File: src/rtl/rv_pkg.sv
package rv_pkg;

    typedef logic [31:0] word_t;
    typedef logic [4:0]  reg_idx_t;
    typedef logic [3:0]  alu_op_t;

    // ALU operations, then branch compares
    localparam alu_op_t ALU_ADD  = 4'b0000;
    localparam alu_op_t ALU_SUB  = 4'b0001;
    localparam alu_op_t ALU_AND  = 4'b0010;
    localparam alu_op_t ALU_OR   = 4'b0011;
    localparam alu_op_t ALU_XOR  = 4'b0100;
    localparam alu_op_t ALU_SLL  = 4'b0101;
    localparam alu_op_t ALU_SRL  = 4'b0110;
    localparam alu_op_t ALU_SRA  = 4'b0111;
    localparam alu_op_t ALU_SLT  = 4'b1000;
    localparam alu_op_t ALU_SLTU = 4'b1001;
    localparam alu_op_t BR_BEQ   = 4'b1010;
    localparam alu_op_t BR_BNE   = 4'b1011;
    localparam alu_op_t BR_BLT   = 4'b1100;
    localparam alu_op_t BR_BGE   = 4'b1101;
    localparam alu_op_t BR_BLTU  = 4'b1110;
    localparam alu_op_t BR_BGEU  = 4'b1111;

    localparam logic [6:0] OPC_LOAD   = 7'b0000011;
    localparam logic [6:0] OPC_STORE  = 7'b0100011;
    localparam logic [6:0] OPC_OP     = 7'b0110011;
    localparam logic [6:0] OPC_OP_IMM = 7'b0010011;
    localparam logic [6:0] OPC_BRANCH = 7'b1100011;

    typedef struct packed {
        alu_op_t alu_op;
        logic    op2_imm;   // Operand 2 from immediate
        logic    mem_wen;
        logic    rf_wen;
        logic    wb_mem;    // Writeback from load data
        logic    is_branch;
        logic    illegal;   // Outside subset, runs as no-op
    } ctrl_t;

endpackage

File: src/rtl/rv_decoder.sv
`timescale 1ns/1ns

module rv_decoder (
    input  rv_pkg::word_t    instr_i,
    output rv_pkg::ctrl_t    ctrl_o,
    output rv_pkg::reg_idx_t rs1_o,
    output rv_pkg::reg_idx_t rs2_o,
    output rv_pkg::reg_idx_t rd_o,
    output rv_pkg::word_t    imm_o
);
    import rv_pkg::*;

    localparam logic [6:0] F7_BASE = 7'b0000000;
    localparam logic [6:0] F7_ALT  = 7'b0100000;   // sub and sra

    logic [6:0] opcode;
    logic [2:0] funct3;
    logic [6:0] funct7;
    word_t      imm_i;
    word_t      imm_s;
    word_t      imm_b;

    function automatic ctrl_t mk_ctrl(alu_op_t op, logic use_imm, logic st, logic wr,
                                      logic from_mem, logic br);
        ctrl_t c;
        c.alu_op    = op;
        c.op2_imm   = use_imm;
        c.mem_wen   = st;
        c.rf_wen    = wr;
        c.wb_mem    = from_mem;
        c.is_branch = br;
        c.illegal   = 1'b0;
        return c;
    endfunction

    assign opcode = instr_i[6:0];
    assign funct3 = instr_i[14:12];
    assign funct7 = instr_i[31:25];
    assign rs1_o  = instr_i[19:15];
    assign rs2_o  = instr_i[24:20];
    assign rd_o   = instr_i[11:7];

    assign imm_i = {{20{instr_i[31]}}, instr_i[31:20]};
    assign imm_s = {{20{instr_i[31]}}, instr_i[31:25], instr_i[11:7]};
    assign imm_b = {{19{instr_i[31]}}, instr_i[31], instr_i[7], instr_i[30:25],
                    instr_i[11:8], 1'b0};

    assign imm_o = (opcode == OPC_STORE)  ? imm_s :
                   (opcode == OPC_BRANCH) ? imm_b : imm_i;

    always_comb begin
        ctrl_o         = '0;
        ctrl_o.illegal = 1'b1;
        case (opcode)
            OPC_LOAD: if (funct3 == 3'b010) ctrl_o = mk_ctrl(ALU_ADD, 1'b1, 1'b0, 1'b1, 1'b1, 1'b0);
            OPC_STORE: if (funct3 == 3'b010) ctrl_o = mk_ctrl(ALU_ADD, 1'b1, 1'b1, 1'b0, 1'b0, 1'b0);
            OPC_OP: begin
                case ({funct7, funct3})
                    {F7_BASE, 3'b000}: ctrl_o = mk_ctrl(ALU_ADD, 1'b0, 1'b0, 1'b1, 1'b0, 1'b0);
                    {F7_ALT,  3'b000}: ctrl_o = mk_ctrl(ALU_SUB, 1'b0, 1'b0, 1'b1, 1'b0, 1'b0);
                    {F7_BASE, 3'b001}: ctrl_o = mk_ctrl(ALU_SLL, 1'b0, 1'b0, 1'b1, 1'b0, 1'b0);
                    {F7_BASE, 3'b010}: ctrl_o = mk_ctrl(ALU_SLT, 1'b0, 1'b0, 1'b1, 1'b0, 1'b0);
                    {F7_BASE, 3'b011}: ctrl_o = mk_ctrl(ALU_SLTU, 1'b0, 1'b0, 1'b1, 1'b0, 1'b0);
                    {F7_BASE, 3'b100}: ctrl_o = mk_ctrl(ALU_XOR, 1'b0, 1'b0, 1'b1, 1'b0, 1'b0);
                    {F7_BASE, 3'b101}: ctrl_o = mk_ctrl(ALU_SRL, 1'b0, 1'b0, 1'b1, 1'b0, 1'b0);
                    {F7_ALT,  3'b101}: ctrl_o = mk_ctrl(ALU_SRA, 1'b0, 1'b0, 1'b1, 1'b0, 1'b0);
                    {F7_BASE, 3'b110}: ctrl_o = mk_ctrl(ALU_OR, 1'b0, 1'b0, 1'b1, 1'b0, 1'b0);
                    {F7_BASE, 3'b111}: ctrl_o = mk_ctrl(ALU_AND, 1'b0, 1'b0, 1'b1, 1'b0, 1'b0);
                    default: ;
                endcase
            end
            OPC_OP_IMM: begin
                case (funct3)
                    3'b000: ctrl_o = mk_ctrl(ALU_ADD, 1'b1, 1'b0, 1'b1, 1'b0, 1'b0);
                    3'b010: ctrl_o = mk_ctrl(ALU_SLT, 1'b1, 1'b0, 1'b1, 1'b0, 1'b0);
                    3'b011: ctrl_o = mk_ctrl(ALU_SLTU, 1'b1, 1'b0, 1'b1, 1'b0, 1'b0);
                    3'b100: ctrl_o = mk_ctrl(ALU_XOR, 1'b1, 1'b0, 1'b1, 1'b0, 1'b0);
                    3'b110: ctrl_o = mk_ctrl(ALU_OR, 1'b1, 1'b0, 1'b1, 1'b0, 1'b0);
                    3'b111: ctrl_o = mk_ctrl(ALU_AND, 1'b1, 1'b0, 1'b1, 1'b0, 1'b0);
                    3'b001: if (funct7 == F7_BASE) ctrl_o = mk_ctrl(ALU_SLL, 1'b1, 1'b0, 1'b1, 1'b0, 1'b0);
                    3'b101: begin
                        // Shift type lives in the upper immediate bits
                        if (funct7 == F7_BASE)
                            ctrl_o = mk_ctrl(ALU_SRL, 1'b1, 1'b0, 1'b1, 1'b0, 1'b0);
                        else if (funct7 == F7_ALT)
                            ctrl_o = mk_ctrl(ALU_SRA, 1'b1, 1'b0, 1'b1, 1'b0, 1'b0);
                    end
                    default: ;
                endcase
            end
            OPC_BRANCH: begin
                case (funct3)
                    3'b000: ctrl_o = mk_ctrl(BR_BEQ, 1'b0, 1'b0, 1'b0, 1'b0, 1'b1);
                    3'b001: ctrl_o = mk_ctrl(BR_BNE, 1'b0, 1'b0, 1'b0, 1'b0, 1'b1);
                    3'b100: ctrl_o = mk_ctrl(BR_BLT, 1'b0, 1'b0, 1'b0, 1'b0, 1'b1);
                    3'b101: ctrl_o = mk_ctrl(BR_BGE, 1'b0, 1'b0, 1'b0, 1'b0, 1'b1);
                    3'b110: ctrl_o = mk_ctrl(BR_BLTU, 1'b0, 1'b0, 1'b0, 1'b0, 1'b1);
                    3'b111: ctrl_o = mk_ctrl(BR_BGEU, 1'b0, 1'b0, 1'b0, 1'b0, 1'b1);
                    default: ;
                endcase
            end
            default: ;
        endcase
    end

endmodule

File: src/rtl/rv_regfile.sv
`timescale 1ns/1ns

module rv_regfile (
    input  logic             clk,
    input  logic             rst_n,
    input  logic             we_i,
    input  rv_pkg::reg_idx_t waddr_i,
    input  rv_pkg::word_t    wdata_i,
    input  rv_pkg::reg_idx_t raddr1_i,
    input  rv_pkg::reg_idx_t raddr2_i,
    output rv_pkg::word_t    rdata1_o,
    output rv_pkg::word_t    rdata2_o
);
    import rv_pkg::*;

    word_t regs [32];

    always_ff @(posedge clk) begin
        if (!rst_n) begin
            for (int i = 0; i < 32; i++) begin
                regs[i] <= '0;
            end
        end else if (we_i && waddr_i != '0) begin   // x0 stays zero
            regs[waddr_i] <= wdata_i;
        end
    end

    assign rdata1_o = (raddr1_i == '0) ? '0 : regs[raddr1_i];
    assign rdata2_o = (raddr2_i == '0) ? '0 : regs[raddr2_i];

    // A write must name a known register inside the file
    assert property (@(posedge clk) disable iff (!rst_n)
        we_i |-> (!$isunknown(waddr_i) && int'(waddr_i) < 32))
        else $error("regfile write to bad index %0d", waddr_i);

endmodule

File: src/rtl/rv_alu.sv
`timescale 1ns/1ns

module rv_alu (
    input  rv_pkg::alu_op_t op_i,
    input  rv_pkg::word_t   a_i,
    input  rv_pkg::word_t   b_i,
    output rv_pkg::word_t   result_o,
    output logic            br_taken_o
);
    import rv_pkg::*;

    logic [4:0] shamt;
    logic       lt_s;
    logic       lt_u;

    assign shamt = b_i[4:0];
    assign lt_s  = $signed(a_i) < $signed(b_i);
    assign lt_u  = a_i < b_i;

    always_comb begin
        case (op_i)
            ALU_ADD:  result_o = a_i + b_i;
            ALU_SUB:  result_o = a_i - b_i;
            ALU_AND:  result_o = a_i & b_i;
            ALU_OR:   result_o = a_i | b_i;
            ALU_XOR:  result_o = a_i ^ b_i;
            ALU_SLL:  result_o = a_i << shamt;
            ALU_SRL:  result_o = a_i >> shamt;
            ALU_SRA:  result_o = word_t'($signed(a_i) >>> shamt);
            ALU_SLT:  result_o = {31'b0, lt_s};
            ALU_SLTU: result_o = {31'b0, lt_u};
            default:  result_o = '0;   // Branch codes
        endcase
    end

    always_comb begin
        case (op_i)
            BR_BEQ:  br_taken_o = (a_i == b_i);
            BR_BNE:  br_taken_o = (a_i != b_i);
            BR_BLT:  br_taken_o = lt_s;
            BR_BGE:  br_taken_o = !lt_s;
            BR_BLTU: br_taken_o = lt_u;
            BR_BGEU: br_taken_o = !lt_u;
            default: br_taken_o = 1'b0;
        endcase
    end

endmodule

File: src/rtl/rv_core.sv
`timescale 1ns/1ns

module rv_core #(
    parameter rv_pkg::word_t EXIT_ADDR = 32'h0000_0100
) (
    input  logic          clk,
    input  logic          rst_n,
    output rv_pkg::word_t imem_addr_o,
    input  rv_pkg::word_t instr_i,
    output rv_pkg::word_t dmem_addr_o,
    output rv_pkg::word_t dmem_wdata_o,
    output logic          dmem_wen_o,
    input  rv_pkg::word_t dmem_rdata_i,
    output logic          exit_o
);
    import rv_pkg::*;

    word_t    pc_q;
    word_t    pc_next;
    ctrl_t    ctrl;
    reg_idx_t rs1;
    reg_idx_t rs2;
    reg_idx_t rd;
    word_t    imm;
    word_t    rs1_data;
    word_t    rs2_data;
    word_t    op2;
    word_t    alu_result;
    logic     br_taken;
    word_t    wb_data;
    logic     run;

    rv_decoder i_decoder (
        .instr_i (instr_i),
        .ctrl_o  (ctrl),
        .rs1_o   (rs1),
        .rs2_o   (rs2),
        .rd_o    (rd),
        .imm_o   (imm)
    );

    rv_regfile i_regfile (
        .clk      (clk),
        .rst_n    (rst_n),
        .we_i     (ctrl.rf_wen && run),
        .waddr_i  (rd),
        .wdata_i  (wb_data),
        .raddr1_i (rs1),
        .raddr2_i (rs2),
        .rdata1_o (rs1_data),
        .rdata2_o (rs2_data)
    );

    assign op2 = ctrl.op2_imm ? imm : rs2_data;

    rv_alu i_alu (
        .op_i       (ctrl.alu_op),
        .a_i        (rs1_data),
        .b_i        (op2),
        .result_o   (alu_result),
        .br_taken_o (br_taken)
    );

    assign exit_o = (pc_q == EXIT_ADDR);
    assign run    = rst_n && !exit_o;   // Load port owns memory in reset

    assign pc_next = (ctrl.is_branch && br_taken) ? pc_q + imm : pc_q + 32'd4;
    assign wb_data = ctrl.wb_mem ? dmem_rdata_i : alu_result;

    always_ff @(posedge clk) begin
        if (!rst_n) begin
            pc_q <= '0;
        end else if (!exit_o) begin
            pc_q <= pc_next;
        end
    end

    assign imem_addr_o  = pc_q;
    assign dmem_addr_o  = alu_result;
    assign dmem_wdata_o = rs2_data;
    assign dmem_wen_o   = ctrl.mem_wen && run;

    assert property (@(posedge clk) disable iff (!rst_n) pc_q[1:0] == 2'b00)
        else $error("pc misaligned: %h", pc_q);

endmodule

File: config.mk
export PLATFORM = sky130hd
export DESIGN_NAME = rv_core
export DESIGN_NICKNAME = d
export VERILOG_FILES = /design/src/rtl/rv_pkg.sv /design/src/rtl/rv_decoder.sv /design/src/rtl/rv_regfile.sv /design/src/rtl/rv_alu.sv /design/src/rtl/rv_core.sv
export SDC_FILE = /design/constraint.sdc
export NUM_CORES = 2
export LEC_CHECK = 0
export BUFFER_PORTS_ARGS = -buffer_cell sky130_fd_sc_hd__buf_2
export CAP_MARGIN = 30
export CELL_PAD_IN_SITES_DETAIL_PLACEMENT = 1
export CELL_PAD_IN_SITES_GLOBAL_PLACEMENT = 1
export CORE_AREA = 2 2 475 477
export CTS_CLUSTER_DIAMETER = 150
export DETAILED_ROUTE_END_ITERATION = 10
export DIE_AREA = 0 0 477 479
export GPL_ROUTABILITY_DRIVEN = 1
export PLACE_DENSITY = 0.65
export SLEW_MARGIN = 20
export SYNTH_ARGS = -nofsm -noshare
export SYNTH_HDL_FRONTEND = slang
export SYNTH_SLANG_ARGS = --single-unit
File: constraint.sdc
create_clock -name clk -period 8.45 [get_ports clk]
set_input_delay 0.845 -clock clk [delete_from_list [all_inputs] [get_ports clk]]
set_output_delay 0.845 -clock clk [all_outputs]
set_load 0.05 [all_outputs]
==> flow_summary.json <==
{
  "status": "complete, no violations",
  "crit_slowest_cell": "a211oi_2",
  "fin_nets": 6148,
  "post_drt_wl_per_cell_um": 36.8,
  "rows": 174,
  "hold_viol": 0,
  "grt_pass1_wl_um": 458000,
  "grt_pass1_vias": 56600,
  "power_frac_comb": 0.337,
  "vias": 56800,
  "postCtsSetupBuffers": 0,
  "yosysSeqAreaShare": 0.471,
  "drcViolationCount": 0,
  "syn_avg_cell_area_um2": 11.5,
  "area_delta_synth_final_pct": 15.2,
  "dr.pass1.iters": 6,
  "ys_types": 114,
  "core_um2": 224000,
  "cts_resized": 0,
  "cts_hold_buf": 0,
  "viasPerCell": 6.28,
  "cap_violations": 0,
  "clk_pin_slew_ps": 80,
  "final_layout_size_suffix_gt1_frac": 0.232,
  "synth_most_common_cell": "nor2_1",
  "fmax_ghz": 0.122,
  "antenna_found_initial": 17,
  "cp.arrival_ps": 7350,
  "clock_sinks": 1056,
  "grt_max_degree": 72,
  "cts-buffers-inserted": 111,
  "maxSlewHeadroom": 0.252,
  "cp-end-kind": "output pin",
  "hold_path.class": "reg -> reg",
  "synthCells": 5795,
  "tns_ps": 0,
  "synthTopCellsByCount": "nor2_1, edfxtp_1, mux4_2, nand2_1, clkbuf_1",
  "p_leak_nw": 28.1,
  "fin_crit_ps": 8190,
  "grt_util_all_layers": 0.283,
  "io_pins": 164,
  "crit_chain": "buf_4, buf_12, nand3b_1, buf_4, o22ai_1, o31ai_1, a211oi_2, ha_1, o31ai_2, o211ai_1, o211a_1, nor4_1, buf_4, o21ai_0, buf_4, o31ai_1, xnor2_1, a221oi_1, buf_4, nand2_1, buf_2",
  "cp_common_cell": "buf_4",
  "setup_viol": 0,
  "clk_path_buf_depth": 3,
  "cts_max_level": 3,
  "tightest_slew_ps": 1120,
  "power.total_mw": 16.9,
  "die_h_um": 479,
  "yosys_most_used_dff": "edfxtp_1",
  "worstSetupStartpointType": "input pin",
  "synth-edff-count": 1024,
  "async_flop_share": 0,
  "path_max_fanout": 26,
  "fin_skew_ps": 110,
  "clock_power_share": 0.306,
  "worstSetupPathType": "in -> out",
  "yosysTopAreaCellShare": 0.461,
  "required_ps": 7610,
  "ir_drop_v": 0.000185,
  "swShare": 0.379,
  "port_buffers": 163,
  "fin_crit_sh": 0.970,
  "dp_hpwl_um": 227000,
  "worst-path-buf-inv": 7,
  "synth_area_leaders": "edfxtp_1, mux4_2, nor2_1",
  "ys_seq_elements": 1056,
  "yosysWarnings": 0,
  "rrSetupSlack_ps": 1500,
  "cpPeakStageDelay_ps": 500,
  "yosysTopAreaCell": "edfxtp_1",
  "routed_wl_um": 333000,
  "grt.overflow.total": 0,
  "first_iter_violations": 9005,
  "grt_setup_unrepaired": "no",
  "cellPowerDensity_nw_per_um2": 220,
  "cts_tree": "done",
  "ant_nets": 0,
  "p_sw_mw": 6.40,
  "die_area_um2": 228000,
  "place_congestion": 1.03,
  "finalMaxSlewViolations": 0,
  "clockRootBuffer": "clkbuf_16",
  "cp_top_family": "compound AO/OA/AOI/OAI gates",
  "clkLatencyLatePin_ps": 790,
  "start_util": 0.298,
  "p_int_mw": 10.5,
  "syn_area_um2": 66700,
  "die_width_um": 477,
  "pwr-share-seq": 0.357
}
[power groups by stage]
stage / Sequential (mW) / Clock (mW) / Combinational (mW)
after detailed placement: 6.12 / 0 / 5.48
after floorplan: 6.08 / 0 / 2.98
final: 6.02 / 5.16 / 5.69
after global routing: 6.03 / 5.35 / 5.79
after global placement: 6.10 / 0 / 5.45
after CTS: 6.01 / 5.17 / 5.50
[path summary, 6_finish.rpt]
check                                          start                     end  depth (start not counted)
worst max-delay path                     instr_i[17]         dmem_addr_o[29]                         21
worst min-delay path                 imem_addr_o[31]         imem_addr_o[31]                          2
worst max register to register  i_regfile.regs[0][5]  i_regfile.regs[14][29]                         22
worst min register to register       imem_addr_o[31]         imem_addr_o[31]                          2
[cells by family after synthesis]
group / Yosys count / share of synthesized area
simple gates: 2084 / 0.135
flops: 1056 / 0.471
compound gates: 993 / 0.103
mux: 800 / 0.212
buf+inv: 647 / 0.0435
fa+ha+maj: 135 / 0.0257
xor+xnor: 79 / 0.0104
other cells: 1 / 0.0000562
[registers in the layout (all words and copies together) (netlist names)]
| register | cells |
|---|---|
| i_regfile.regs | 1024 |
| imem_addr_o | 32 |
[per-layer routing]
| layer | track usage | wire length [um] | share of wire |
|---|---|---|---|
| met5 | 0 | 52 | 0.00016 |
| met4 | 0.182 | 25400 | 0.076 |
| met3 | 0.0721 | 38700 | 0.12 |
| met2 | 0.427 | 145000 | 0.43 |
| met1 | 0.361 | 124000 | 0.37 |
[stage by stage]
stage,hold WS [ps],area [um^2],utilization,std cells,setup slack [ps]
4_1_cts,551,76800,0.343,9026,170
3_3_place_gp,550,73000,0.327,8816,58.6
3_5_place_dp,534,73000,0.327,8820,168
5_1_grt,607,76800,0.344,9033,166
2_1_floorplan,737,66800,-,5826,230
6_report,551,76900,0.344,9039,256
[final cells by class]
cell class	count	area [um^2]
tap	2992	3740
multi-input combinational	4123	33100
antenna	7	17.5
clock buffer	132	2880
fill	24500	147000
sequential	1056	31400
inverter	121	457
timing repair buffer	534	4390
clock inverter	74	851
[worst min-delay path, cell delays in order, from the launching register on]
cell	delay, ps
dfxtp_1	370
xor2_1	80
nor2_1	70
[layout by cell type (no fill, tap or decap), drive strengths merged, types with 59 or more instances in the layout]
cell type and instances:
ha 132, clkbuf 136, a21oi 225, nand2 348, o21ai 154, inv 120
a22oi 77, nand3 113, buf 530, mux4 483, nor2 1195, nor3 164
mux2i 277, a211oi 76, edfxtp 1024, o22ai 59
(Power assumes the default switching activity.)
